--- src/bt_air_pkg.sv ---
package bt_air_pkg;

  // access code sync word
  localparam int SYNC_BITS = 64;
  typedef logic [SYNC_BITS-1:0] syncword_t;

  // correlator lanes
  localparam int NUM_LANES = 4;
  typedef logic [$clog2(NUM_LANES)-1:0] lane_id_t;
  typedef logic [NUM_LANES-1:0] lane_mask_t;

  // 0..64 agreeing bits
  typedef logic [$clog2(SYNC_BITS+1)-1:0] match_cnt_t;

  // 1 us bit time at 6 MHz
  localparam int TICKS_PER_US = 6;
  typedef logic [$clog2(TICKS_PER_US)-1:0] tick_cnt_t;

  localparam lane_id_t LANE_CAC  = 2'd0;
  localparam lane_id_t LANE_DAC  = 2'd1;
  localparam lane_id_t LANE_GIAC = 2'd2;
  localparam lane_id_t LANE_DIAC = 2'd3;

  // exact match only
  localparam match_cnt_t THRESH_RESET = 7'd64;

  localparam int HIT_CNT_BITS = 16;
  typedef logic [HIT_CNT_BITS-1:0] hit_cnt_t;

endpackage

--- src/bt_reg_pkg.sv ---
package bt_reg_pkg;

  localparam int WB_ADR_BITS  = 4;
  localparam int WB_DATA_BITS = 32;

  typedef logic [WB_ADR_BITS-1:0]  wb_adr_t;
  typedef logic [WB_DATA_BITS-1:0] wb_data_t;

  // reference words, lane n low half at 2n, high half at 2n+1
  localparam wb_adr_t ADR_SYNC_BASE = 4'd0;

  // match threshold, bits 6:0
  localparam wb_adr_t ADR_THRESH = 4'd8;

  // lane enables, bits 3:0
  localparam wb_adr_t ADR_LANE_EN = 4'd9;

endpackage

--- src/bt_corr_top.sv ---
`timescale 1ns/1ps

module bt_corr_top (
  input  logic                 clk_6M,
  input  logic                 rstz,
  input  logic                 rxbit,
  input  logic                 wb_cyc,
  input  logic                 wb_stb,
  input  logic                 wb_we,
  input  bt_reg_pkg::wb_adr_t  wb_adr,
  input  bt_reg_pkg::wb_data_t wb_dat_w,
  output bt_reg_pkg::wb_data_t wb_dat_r,
  output logic                 wb_ack,
  output logic                 sync_hit_p,
  output bt_air_pkg::lane_id_t sync_lane,
  output bt_air_pkg::hit_cnt_t sync_count
);

  logic                   bit_tick;
  bt_air_pkg::syncword_t  rx_window;
  bt_air_pkg::syncword_t  ref_words [bt_air_pkg::NUM_LANES];
  bt_air_pkg::match_cnt_t threshold;
  bt_air_pkg::lane_mask_t lane_en;
  bt_air_pkg::lane_mask_t lane_hits;

  bt_rx_frontend rx_frontend_u (
    .clk_6M    (clk_6M),
    .rstz      (rstz),
    .rxbit     (rxbit),
    .bit_tick  (bit_tick),
    .rx_window (rx_window)
  );

  // CAC, DAC, GIAC, DIAC
  for (genvar n = 0; n < bt_air_pkg::NUM_LANES; n++)
  begin : g_lane
    bt_sync_correlator corr_u (
      .clk_6M    (clk_6M),
      .rstz      (rstz),
      .bit_tick  (bit_tick),
      .rx_window (rx_window),
      .ref_word  (ref_words[n]),
      .threshold (threshold),
      .lane_en   (lane_en[n]),
      .lane_hit  (lane_hits[n])
    );
  end

  bt_sync_reporter reporter_u (
    .clk_6M     (clk_6M),
    .rstz       (rstz),
    .lane_hits  (lane_hits),
    .sync_hit_p (sync_hit_p),
    .sync_lane  (sync_lane),
    .sync_count (sync_count)
  );

  bt_reg_bank reg_bank_u (
    .clk_6M    (clk_6M),
    .rstz      (rstz),
    .wb_cyc    (wb_cyc),
    .wb_stb    (wb_stb),
    .wb_we     (wb_we),
    .wb_adr    (wb_adr),
    .wb_dat_w  (wb_dat_w),
    .wb_dat_r  (wb_dat_r),
    .wb_ack    (wb_ack),
    .ref_words (ref_words),
    .threshold (threshold),
    .lane_en   (lane_en)
  );

endmodule

--- src/bt_reg_bank.sv ---
`timescale 1ns/1ps

module bt_reg_bank (
  input  logic                   clk_6M,
  input  logic                   rstz,
  input  logic                   wb_cyc,
  input  logic                   wb_stb,
  input  logic                   wb_we,
  input  bt_reg_pkg::wb_adr_t    wb_adr,
  input  bt_reg_pkg::wb_data_t   wb_dat_w,
  output bt_reg_pkg::wb_data_t   wb_dat_r,
  output logic                   wb_ack,
  output bt_air_pkg::syncword_t  ref_words [bt_air_pkg::NUM_LANES],
  output bt_air_pkg::match_cnt_t threshold,
  output bt_air_pkg::lane_mask_t lane_en
);

  bt_reg_pkg::wb_adr_t  sync_off;
  logic                 sync_sel;
  logic                 sync_hi;
  bt_air_pkg::lane_id_t sel_lane;
  logic                 bus_req;
  logic                 wr_en;

  // reference word region decode
  assign sync_off = wb_adr - bt_reg_pkg::ADR_SYNC_BASE;
  assign sync_sel = (sync_off < bt_reg_pkg::wb_adr_t'(2 * bt_air_pkg::NUM_LANES));
  assign sync_hi  = sync_off[0];
  assign sel_lane = bt_air_pkg::lane_id_t'(sync_off >> 1);

  // new access only while ack is low
  assign bus_req = wb_cyc && wb_stb && !wb_ack;
  assign wr_en   = bus_req && wb_we;

  always_ff @(posedge clk_6M or negedge rstz)
  begin
    if (!rstz)
      wb_ack <= 1'b0;
    else
      wb_ack <= bus_req;
  end

  always_ff @(posedge clk_6M or negedge rstz)
  begin
    if (!rstz)
    begin
      for (int n = 0; n < bt_air_pkg::NUM_LANES; n++)
      begin
        ref_words[n] <= '0;
      end
      threshold <= bt_air_pkg::THRESH_RESET;
      lane_en   <= '0;
    end
    else if (wr_en)
    begin
      if (sync_sel)
      begin
        if (sync_hi)
          ref_words[sel_lane][bt_reg_pkg::WB_DATA_BITS +: bt_reg_pkg::WB_DATA_BITS] <= wb_dat_w;
        else
          ref_words[sel_lane][0 +: bt_reg_pkg::WB_DATA_BITS] <= wb_dat_w;
      end
      else if (wb_adr == bt_reg_pkg::ADR_THRESH)
        threshold <= wb_dat_w[$bits(bt_air_pkg::match_cnt_t)-1:0];
      else if (wb_adr == bt_reg_pkg::ADR_LANE_EN)
        lane_en <= wb_dat_w[bt_air_pkg::NUM_LANES-1:0];
    end
  end

  // unmapped reads give 0
  always_comb
  begin
    wb_dat_r = '0;
    if (sync_sel)
    begin
      if (sync_hi)
        wb_dat_r = ref_words[sel_lane][bt_reg_pkg::WB_DATA_BITS +: bt_reg_pkg::WB_DATA_BITS];
      else
        wb_dat_r = ref_words[sel_lane][0 +: bt_reg_pkg::WB_DATA_BITS];
    end
    else if (wb_adr == bt_reg_pkg::ADR_THRESH)
      wb_dat_r = bt_reg_pkg::wb_data_t'(threshold);
    else if (wb_adr == bt_reg_pkg::ADR_LANE_EN)
      wb_dat_r = bt_reg_pkg::wb_data_t'(lane_en);
  end

endmodule

--- src/bt_rx_frontend.sv ---
`timescale 1ns/1ps

module bt_rx_frontend (
  input  logic                  clk_6M,
  input  logic                  rstz,
  input  logic                  rxbit,
  output logic                  bit_tick,
  output bt_air_pkg::syncword_t rx_window
);

  bt_air_pkg::tick_cnt_t tick_cnt;
  logic [1:0]            rxbit_as;

  // 1 us tick, last phase of the count
  assign bit_tick = (tick_cnt == bt_air_pkg::tick_cnt_t'(bt_air_pkg::TICKS_PER_US - 1));

  always_ff @(posedge clk_6M or negedge rstz)
  begin
    if (!rstz)
      tick_cnt <= '0;
    else if (bit_tick)
      tick_cnt <= '0;
    else
      tick_cnt <= tick_cnt + 1'b1;
  end

  // two-flop resync of the air bit
  always_ff @(posedge clk_6M or negedge rstz)
  begin
    if (!rstz)
      rxbit_as <= 2'b00;
    else
      rxbit_as <= {rxbit_as[0], rxbit};
  end

  // oldest bit ends up in the msb
  always_ff @(posedge clk_6M or negedge rstz)
  begin
    if (!rstz)
      rx_window <= '0;
    else if (bit_tick)
      rx_window <= {rx_window[bt_air_pkg::SYNC_BITS-2:0], rxbit_as[1]};
  end

endmodule

--- src/bt_sync_correlator.sv ---
`timescale 1ns/1ps

module bt_sync_correlator (
  input  logic                   clk_6M,
  input  logic                   rstz,
  input  logic                   bit_tick,
  input  bt_air_pkg::syncword_t  rx_window,
  input  bt_air_pkg::syncword_t  ref_word,
  input  bt_air_pkg::match_cnt_t threshold,
  input  logic                   lane_en,
  output logic                   lane_hit
);

  bt_air_pkg::syncword_t  agree;
  bt_air_pkg::match_cnt_t match_cnt;
  logic                   tick_d;

  assign agree = ~(rx_window ^ ref_word);

  // popcount of agreeing positions
  always_comb
  begin
    match_cnt = '0;
    for (int i = 0; i < bt_air_pkg::SYNC_BITS; i++)
    begin
      match_cnt = match_cnt + bt_air_pkg::match_cnt_t'(agree[i]);
    end
  end

  // window moves on the tick edge, judge it one cycle later
  always_ff @(posedge clk_6M or negedge rstz)
  begin
    if (!rstz)
    begin
      tick_d   <= 1'b0;
      lane_hit <= 1'b0;
    end
    else
    begin
      tick_d   <= bit_tick;
      lane_hit <= tick_d && lane_en && (match_cnt >= threshold);
    end
  end

endmodule

--- src/bt_sync_reporter.sv ---
`timescale 1ns/1ps

module bt_sync_reporter (
  input  logic                   clk_6M,
  input  logic                   rstz,
  input  bt_air_pkg::lane_mask_t lane_hits,
  output logic                   sync_hit_p,
  output bt_air_pkg::lane_id_t   sync_lane,
  output bt_air_pkg::hit_cnt_t   sync_count
);

  logic any_hit;

  assign any_hit = |lane_hits;

  always_ff @(posedge clk_6M or negedge rstz)
  begin
    if (!rstz)
    begin
      sync_hit_p <= 1'b0;
      sync_count <= '0;
    end
    else
    begin
      sync_hit_p <= any_hit;
      // saturate, never wrap
      if (any_hit && (sync_count != '1))
        sync_count <= sync_count + 1'b1;
    end
  end

  // lowest lane wins
  always_ff @(posedge clk_6M)
  begin
    if (any_hit)
    begin
      if (lane_hits[bt_air_pkg::LANE_CAC])
        sync_lane <= bt_air_pkg::LANE_CAC;
      else if (lane_hits[bt_air_pkg::LANE_DAC])
        sync_lane <= bt_air_pkg::LANE_DAC;
      else if (lane_hits[bt_air_pkg::LANE_GIAC])
        sync_lane <= bt_air_pkg::LANE_GIAC;
      else
        sync_lane <= bt_air_pkg::LANE_DIAC;
    end
  end

endmodule

--- config.mk ---
export PLATFORM = sky130hd
export DESIGN_NAME = bt_corr_top
export DESIGN_NICKNAME = d
export VERILOG_FILES = /design/src/bt_air_pkg.sv /design/src/bt_reg_pkg.sv /design/src/bt_corr_top.sv /design/src/bt_reg_bank.sv /design/src/bt_rx_frontend.sv /design/src/bt_sync_correlator.sv /design/src/bt_sync_reporter.sv
export SDC_FILE = /design/constraint.sdc
export NUM_CORES = 1
export LEC_CHECK = 0
export ABC_AREA = 1
export BUFFER_PORTS_ARGS = -buffer_cell sky130_fd_sc_hd__buf_2
export CAP_MARGIN = 20
export CORE_MARGIN = 2
export CORE_UTILIZATION = 64
export DETAILED_ROUTE_END_ITERATION = 16
export HOLD_SLACK_MARGIN = 0.12
export PLACE_DENSITY = 0.82
export SLEW_MARGIN = 20
export SYNTH_ARGS = -nofsm -noshare
export SYNTH_HDL_FRONTEND = slang
export SYNTH_HIERARCHICAL = 1
export SYNTH_SLANG_ARGS = --single-unit
--- constraint.sdc ---
create_clock -name clk_6M -period 9 [get_ports clk_6M]
set_input_delay 0.45 -clock clk_6M [delete_from_list [all_inputs] [get_ports clk_6M]]
set_output_delay 0.45 -clock clk_6M [all_outputs]
set_load 0.005 [all_outputs]
# After elaboration in Yosys (flattened, before gate mapping)
# Index checks and enable logic that the tools add are counted.
# totals
ff_bits	361
in_bits	42
output_inout_bits	52
elab_cells	331
# op_classes
addsub	254
order_cmp	7
eq_ne	4
n_mux	17
n_bitwise	11
reduce_logical	19
# op_table
cell	n
$add A7 B1 Y7	248
$bwmux W256	2
$demux W64 S2	2
$mux W256	1
$not A64 Y64	4
$xor A64 B64 Y64	4
$mux W64	3
$bmux W64 S2	1
$mux W32	4
$ge A7 B7 Y1	4
$add A16 B1 Y16 const B	1
$ne A16 B16 Y1 const B	1
$logic_and A1 B1 Y1	13
$add A1 B1 Y2	4
$eq A4 B4 Y1 const B	2
$lt A4 B4 Y1 const B	1
$mux W4	1
$reduce_and A4 Y1	1
$reduce_or A4 Y1	1
$add A3 B1 Y3 const B	1
$eq A3 B3 Y1 const B	1
$ge A3 B3 Y1 const B	1
$lt A3 B1 Y1 const B	1
$mux W3	1
7 further kinds	9

# Longest topological paths before layout
# Gate-level depths: netlist of the first run.
# depth
word_depth	67
depth_mapped	29
mapped_depth_nobuf	29

# Cells and area by module
# The synthesis of the first run kept the hierarchy.
# modules_own_cells
module	instances	cells_per_inst	area_per_inst_um2	seq_area_each_um2
bt_reg_bank	1	1508	11911.4	6707.7
bt_sync_correlator (g_lane[2].corr_u ...)	2	242	2379.8	50.0
bt_rx_frontend	1	302	2812.7	1726.7
bt_sync_correlator (g_lane[1].corr_u)	1	247	2394.8	50.0
bt_sync_correlator (g_lane[0].corr_u)	1	243	2384.8	50.0
bt_sync_reporter	1	155	1162.4	485.5

# Worst setup path after synthesis of the first run
# OpenSTA, ideal clock, no wires.
# synth_timing
path_kind	reg2reg
start	reg rx_frontend_u.rx_window[23]
end	reg g_lane[0].corr_u.lane_hit
setup_time_ns	0.113
t_arrival_ns	6.367
path_slack_ns	2.520
stages_incl_launch_ff	26
path_buffers	0
period_less_slack_ns	6.480
path_cell_list	dfrtp_1 -> xnor2_1 -> fa_1 -> inv_1 -> fa_1 -> inv_1 -> fa_1 -> inv_1 -> fa_1 -> fa_1 -> fa_1 -> fa_1 -> fa_1 -> inv_1 -> ha_1 -> inv_1 -> fa_1 -> o21ai_2 -> xor2_1 -> ha_1 -> nand2_1 -> nand2_1 -> a21oi_1 -> nand3_1 -> nand2_1 -> inv_1
# synth_via
elab_chain_cells	45
# synth_lines
element	line	source
start, declared	bt_rx_frontend.sv:8	output bt_air_pkg::syncword_t rx_window
start signal, assigned	bt_rx_frontend.sv:42	rx_window <= {rx_window[bt_air_pkg::SYNC_BITS-2:0], rxbit_as[1]};
$xor A64 B64 Y64	bt_sync_correlator.sv:18	assign agree = ~(rx_window ^ ref_word);
$not A64 Y64	bt_sync_correlator.sv:18	
$add A7 B1 Y7 (41 in series)	bt_sync_correlator.sv:26	match_cnt = match_cnt + bt_air_pkg::match_cnt_t'(agree[i]);
$ge A7 B7 Y1	bt_sync_correlator.sv:41	lane_hit <= tick_d && lane_en && (match_cnt >= threshold);
$logic_and A1 B1 Y1	bt_sync_correlator.sv:41	
end signal, assigned	bt_sync_correlator.sv:41	
end, declared	bt_sync_correlator.sv:11	output logic lane_hit
# No other way between the ends.
# A chain may end at the register's enable or synchronous reset.

# Final worst setup path of the first run
# layout_timing
start	reg rx_frontend_u.rx_window[47]
end	reg g_lane[1].corr_u.lane_hit
# layout_via
elab_chain_cells	21
# layout_lines
element	line
$xor A64 B64 Y64	bt_sync_correlator.sv:18
$not A64 Y64	bt_sync_correlator.sv:18
$add A7 B1 Y7 (17 in series)	bt_sync_correlator.sv:26
$ge A7 B7 Y1	bt_sync_correlator.sv:41
$logic_and A1 B1 Y1	bt_sync_correlator.sv:41
end signal, assigned	bt_sync_correlator.sv:41
end, declared	bt_sync_correlator.sv:11
# No other way between the ends.

==> results of run 1 <==
==> what timing repair did <==
action                    in CTS  in global routing
hold buffers                   2                  0
resized for setup              0                  0
hold endpoints to repair     103                  0
==> worst min path at each step <==
stage,start,depth (start not counted),to,slack (ns)
after floorplan,rstz,0,g_lane[0].corr_u/lane_hit$_DFF_PN0_,0.15
after global placement,rx_frontend_u/rxbit_as[0]$_DFF_PN0_,0,rx_frontend_u/rxbit_as[1]$_DFF_PN0_,0.34
after detailed placement,rx_frontend_u/rxbit_as[0]$_DFF_PN0_,0,rx_frontend_u/rxbit_as[1]$_DFF_PN0_,0.34
after CTS,wb_dat_w[21],3,reg_bank_u/ref_words[117]$_DFFE_PN0P_,0.22
after global routing,wb_dat_w[21],3,reg_bank_u/ref_words[117]$_DFFE_PN0P_,0.26
final,wb_dat_w[10],3,reg_bank_u/ref_words[74]$_DFFE_PN0P_,0.24
==> cells by family (layout without fill, tap and decap cells) <==
family	after synthesis	in the layout	share of synthesized area
xor gates and xnor gates	274	274	0.09439
DFF	364	364	0.3587
and+or+nand+nor	1236	1236	0.2000
adders and majority gates	305	305	0.2139
AOI/OAI and AO/OA	322	322	0.06501
buffers and inverters	438	514	0.06801
==> cell type report <==
class	instances	share of cell area
clock buffers	58	0.04384
clock inverters	18	0.006560
inverters	317	0.04302
multi-input cells	2137	0.5274
flip-flops and latches	364	0.3299
well taps	525	0.02375
repair buffers	121	0.02556
==> worst reg2reg max path, stage by stage, from the launching register on <==
cell and delay, ns:
dfrtp_1 0.46, xnor2_1 0.28, fa_1 0.49, fa_1 0.55
inv_1 0.07, fa_1 0.56, fa_1 0.44, fa_1 0.52
fa_1 0.65, fa_1 0.47, fa_1 0.43, inv_1 0.06
ha_1 0.18, inv_1 0.07, fa_1 0.45, nand3b_1 0.17
nand2_1 0.10, nand2_1 0.06, a21oi_1 0.14, ha_1 0.26
nand2_1 0.12, inv_1 0.07, nand2_1 0.06, nand3_1 0.07
nor2_1 0.11, nor2_1 0.05
==> flip-flops by register name (all words and copies together), names as in the netlist, 2 cells and up <==
register / cells
g_lane.corr_u/lane_hit: 4
g_lane.corr_u/tick_d: 4
reg_bank_u/lane_en: 4
reg_bank_u/ref_words: 256
reg_bank_u/threshold: 7
reporter_u/sync_count: 16
reporter_u/sync_lane: 2
rx_frontend_u/rx_window: 64
rx_frontend_u/rxbit_as: 2
rx_frontend_u/tick_cnt: 3
==> cell usage in the layout, fill, tap and decap left out, types with 3 or more instances in the layout <==
master,netlist,routed
a21oi_1,32,32
inv_2,6,7
o21ai_1,91,91
nor2_1,106,106
inv_1,311,310
xnor2_1,121,121
o21ai_2,8,8
ha_1,89,89
nand2_2,10,10
buf_4,7,24
clkbuf_16,0,43
clkbuf_8,0,8
fa_1,216,216
bufinv_16,0,3
nor2_2,4,3
buf_2,28,92
clkbuf_1,77,7
or2_1,3,3
nor2_4,5,6
dfrtp_1,361,359
nand2_1,932,932
nand3b_1,4,4
clkinv_2,0,10
nand4_1,81,81
nand3_1,85,84
xor2_1,153,153
o21ai_0,190,190
==> metal layers <==
metal / routed length, µm / vias up
met5: 0 / -
met4: 5768 / 0
met3: 9754 / 319
met2: 36150 / 1453
met1: 29580 / 10050
li1: - / 9226
==> stage by stage <==
stage / utilization / std cells
final: 0.7009 / 3540
after global routing: 0.7009 / 3540
after CTS: 0.7008 / 3540
after detailed placement: 0.6650 / 3462
after global placement: 0.6650 / 3462
after floorplan: - / 2939
==> key figures, run 1 <==
Job
  • Max-cap viol count: 0

Layout
  • Layout area overhead: 8.774%
  • N_diodes: 0
  • FILL cells: 3095
  • Total Nets Final: 3330
  • Total area of sequential cells: 9123 µm²
  • Share of cells above drive strength 1: 0.07662
  • Multi-input logic area: 14590 µm²
  • Post-Layout Inst Area: 27660 µm²

Routing
  • Remaining DRCs: 0
  • DR vias: 21.04k
  • Routed Antenna Nets: 0
  • Initial DRC count: 2800
  • Total wire length: 81250 µm
  • Routed len/inst: 22.95 µm
  • Vias per inst: 5.944
  • Initial DRT Pass Iterations: 6

Synthesis
  • Top-area cell type share of the netlist area: 0.3553
  • Mapped Area: 25430 µm²
  • Most frequent cells after synthesis: nand2_1 (932), dfrtp_1 (361), inv_1 (311), fa_1 (216), o21ai_0 (190)
  • Post-synth EDFFs: 2
  • Mapped Cells: 2939
  • Sequential share of the synthesized area: 0.3587
  • Post-synth top flop: dfrtp_1
  • Mean Syn Cell Area: 8.651 µm²
  • Synth area leaders: dfrtp_1 (36%), fa_1 (17%), nand2_1 (14%)
  • Synth unique cells: 34
  • Cell taking the most area after synthesis: dfrtp_1
  • Synth Warn #: 6
  • FFs w/ async S/R, synth: 0.9945
  • Net Count, Synth: 3286
  • FF+latch count, synth: 364
  • Count leader, synth: nand2_1

Min path
  • HP Class: in2reg

Global routing
  • Vias in the first global route: 20.91k
  • Grt met2 use: 0.6238
  • Met3 Use GR: 0.09412
  • Initial antenna violation count: 0
  • Overall Global Routing Usage: 0.4056
  • Largest net degree at the start of global routing: 133
  • GRT overflow: 0
  • GR peak layer: met2
  • Met1 Use GR: 0.5289
  • First-pass GRT wire length: 124000 µm

STA
  • Setup TNS: 0 ns
  • Hold Fails Final Rpt: 0
  • Crit share post-route: 0.7793
  • WHS: 0.2412 ns
  • Final Slew Violations: 0
  • Least-Margin Pin Slew: 0.9577 ns
  • Worst Skew: 0.01902 ns
  • Post-route setup slack: 1.986 ns
  • Max transition margin: 0.3615
  • Fmax: 142.6 MHz
  • Endpoints failing setup: 0
  • RSZ-0062 raised after global routing: false
  • Fin crit period: 7.014 ns

Floorplan
  • Die H: 203.3 µm
  • Die area: 41340 µm²
  • Initial core utilization: 0.6444
  • Core Footprint: 39460 µm²
  • # IOs: 94
  • Die X: 203.3 µm
  • Row cnt: 73

Placement
  • I/O Buffers: 93
  • Pre-CTS WS: 2.046 ns
  • DP Area: 26240 µm²
  • Post-DP HPWL: 56550 µm
  • GPL Wtd Cong: 1.037

Worst setup path
  • CP endpoint: g_lane[1].corr_u/lane_hit$_DFF_PN0_
  • Cell mode on critical path: fa_1
  • Critical path class: reg2reg
  • Worst Reg-to-Reg Cells: 25
  • Crit. End Element: register
  • R2R Path End: g_lane[1].corr_u/lane_hit$_DFF_PN0_
  • Buf/Inv on CP: 4
  • Setup slack, reg-to-reg: 1.99 ns
  • Data arrival time of the worst path: 7.46 ns
  • Worst Path Required: 9.45 ns
  • WP depth: 25
  • Delay-heaviest family, CP: adder cells
  • FF-to-FF Start: rx_frontend_u/rx_window[47]$_DFFE_PN0N_
  • Worst setup path start: rx_frontend_u/rx_window[47]$_DFFE_PN0N_
  • CP max stage delay: 0.65 ns
  • Startpoint Class: register
  • Slowest CP cell: fa_1
  • Maximum net fanout on the critical path: 6

Clock tree
  • CTS tree: yes
  • Root buffer cell: clkbuf_16
  • Worst skew pair latency: 0.58 ns
  • Sink Count: 364
  • Clock slew at reported path FFs: 0.06 ns
  • CTS H-Tree Depth: 2
  • CTS Buffer Depth: 3
  • Inserted Clock Buffers: 42
  • Setup Buffers After CTS: 0

Run status
  • Outcome: completed
Power of run 1 is not shown: default switching activity piles up to over one toggle a cycle in this logic, so the estimate is an artifact.
==> run 2: changes to the inputs <==
Settings changed: CORE_UTILIZATION 64 to 58, PLACE_DENSITY 0.82 to 0.78.
Clock period 9 ns to 6.2 ns, I/O delays scaled along.
==> key figures, run 2 (synthesis gave the netlist of run 1 again) <==
Run status
  • Outcome: finished, violations left
  • Failing checks: negative setup slack

STA
  • Post-route setup slack: -0.5456 ns
  • Worst Skew: 0.02522 ns
  • Fmax: 148.2 MHz
  • Crit share post-route: 1.088
  • Fin crit period: 6.746 ns
  • Max transition margin: 0.3327
  • Hold Fails Final Rpt: 0
  • RSZ-0062 raised after global routing: true
  • Endpoints failing setup: 4
  • Least-Margin Pin Slew: 0.9998 ns
  • Final Slew Violations: 0

Job
  • Max-cap viol count: 0

Layout
  • Share of cells above drive strength 1: 0.1611
  • Top flop regs: reg_bank_u/ref_words (256), rx_frontend_u/rx_window (64), reporter_u/sync_count (16)
  • FILL cells: 3380
  • Largest Register: reg_bank_u/ref_words
  • Post-Layout Inst Area: 29970 µm²
  • Max reg flops: 256
  • Total Nets Final: 3566
  • Layout area overhead: 17.86%
  • Commonest non-fill, non-tap cell in the layout: nand2_1
  • Most frequent cells in the layout: nand2_1 (928), dfrtp_1 (347), inv_1 (300)

Routing
  • Routed Antenna Nets: 0
  • Initial DRC count: 2514
  • Initial DRT Pass Iterations: 6
  • Routed len/inst: 22.21 µm
  • DR vias: 21.99k
  • Vias per inst: 5.729
  • Total wire length: 85260 µm
  • Remaining DRCs: 0

Clock tree
  • Sink Count: 364
  • CTS H-Tree Depth: 2
  • CTS tree: yes
  • Clock slew at reported path FFs: 0.06 ns
  • Root buffer cell: clkbuf_16
  • Worst skew pair latency: 0.59 ns
  • CTS Buffer Depth: 3
  • Inserted Clock Buffers: 42

Floorplan
  • Die X: 213.4 µm
  • Row cnt: 76
  • Die area: 45530 µm²
  • Core Footprint: 43170 µm²
  • Die H: 213.4 µm
  • Initial core utilization: 0.5889
  • # IOs: 94

Placement
  • GPL Wtd Cong: 1.040
  • Post-DP HPWL: 60490 µm
  • I/O Buffers: 93
  • DP Area: 27990 µm²

Worst setup path
  • Data arrival time of the worst path: 7.22 ns
  • Crit. End Element: register
  • Maximum net fanout on the critical path: 6
  • Worst Path Required: 6.67 ns
  • Critical path class: reg2reg
  • Startpoint Class: register

Global routing
  • Initial antenna violation count: 1
  • Vias in the first global route: 22.00k
  • Overall Global Routing Usage: 0.3873
  • First-pass GRT wire length: 129300 µm
  • GRT overflow: 0
  • Largest net degree at the start of global routing: 141

Min path
  • HP Class: in2reg
[run 2: changes by cell type in the layout (fill, tap and decap cells not counted), moves of 6 or more]
cell,delta
buf_4,+216
clkbuf_8,+6
dfrtp_1,-12
dfrtp_2,+12
dlygate4sd3_1,+17
fa_1,-10
fa_2,+10
inv_1,-10
inv_2,+10
xnor2_1,-29
xnor2_2,+28
[run 2: what timing repair did]
item | CTS | global route
endpoints found under the hold margin | 141 | 0
hold buffers | 19 | 0
buffers inserted | 4 | 6
pin swaps | 19 | 26
endpoints found under the setup margin | 4 | 4
resized for setup | 20 | 37
cloned | 0 | 0
[run 2: final timing paths]
| path | start | endpoint | slack [ns] | cells after the start |
|---|---|---|---|---|
| worst max-delay path | rx_frontend_u/rx_window[37]$_DFFE_PN0N_ | g_lane[0].corr_u/lane_hit$_DFF_PN0_ | -0.55 | 27 |
| worst min-delay path | wb_dat_w[8] | reg_bank_u/ref_words[104]$_DFFE_PN0P_ | 0.14 | 3 |
| worst max register to register | rx_frontend_u/rx_window[37]$_DFFE_PN0N_ | g_lane[0].corr_u/lane_hit$_DFF_PN0_ | -0.55 | 27 |
| worst min register to register | rx_frontend_u/rxbit_as[0]$_DFF_PN0_ | rx_frontend_u/rxbit_as[1]$_DFF_PN0_ | 0.35 | 0 |
| max in group asynchronous | rstz | rx_frontend_u/rx_window[27]$_DFFE_PN0N_ | 4.48 | 3 |
| min in group asynchronous | rstz | reg_bank_u/ref_words[73]$_DFFE_PN0P_ | 0.34 | 2 |
[run 2: cell type report]
type | count | area, µm² | area share
multi-input cells | 2137 | 14930 | 0.4982
flip-flops and latches | 364 | 9138 | 0.3049
repair buffers | 357 | 2559 | 0.08539
clock buffers | 67 | 1306 | 0.04359
inverters | 317 | 1190 | 0.03971
well taps | 585 | 732.0 | 0.02443
clock inverters | 10 | 108.9 | 0.003633
diodes | 1 | 2.502 | 0.00008351
[run 2: per-layer routing]
metal | routed length (µm) | up-vias | GRT usage
met5 | 0 | - | 0
met4 | 6417 | 0 | 0.2402
li1 | - | 9711 | -
met2 | 38090 | 1295 | 0.6023
met1 | 31610 | 10650 | 0.4929
met3 | 9136 | 331 | 0.09285
[run 2: stage by stage]
stage | std cells | setup slack (ns) | setup TNS [ns] | utilization | hold WS, ns
after floorplan | 2939 | -0.1294 | -0.2375 | - | 0.01441
after global placement | 3731 | -0.4658 | -1.738 | 0.6483 | 0.3491
after detailed placement | 3731 | -0.5276 | -2.009 | 0.6483 | 0.3365
after CTS | 3831 | -0.5004 | -1.908 | 0.6883 | 0.1202
after global routing | 3837 | -0.8345 | -2.959 | 0.6941 | 0.1448
final | 3838 | -0.5456 | -1.928 | 0.6941 | 0.1428
[run 2: worst max-delay path, stage by stage, from the launching register on]
cell      delay [ns]
dfrtp_1         0.49
xnor2_1         0.17
buf_4           0.14
fa_1            0.51
fa_1            0.52
inv_1           0.07
fa_1            0.44
fa_1            0.49
inv_1           0.05
fa_1            0.44
fa_1            0.50
fa_1            0.55
inv_1           0.05
fa_1            0.61
inv_1           0.06
ha_1            0.32
or2_1           0.25
nand3b_1        0.10
nand2_1         0.06
nand2_1         0.06
nand2_1         0.05
ha_1            0.27
nand2_1         0.08
inv_1           0.05
a21oi_1         0.14
nand3_1         0.08
nand2_1         0.06
inv_1           0.03
Power of run 2 is left out for the same reason.
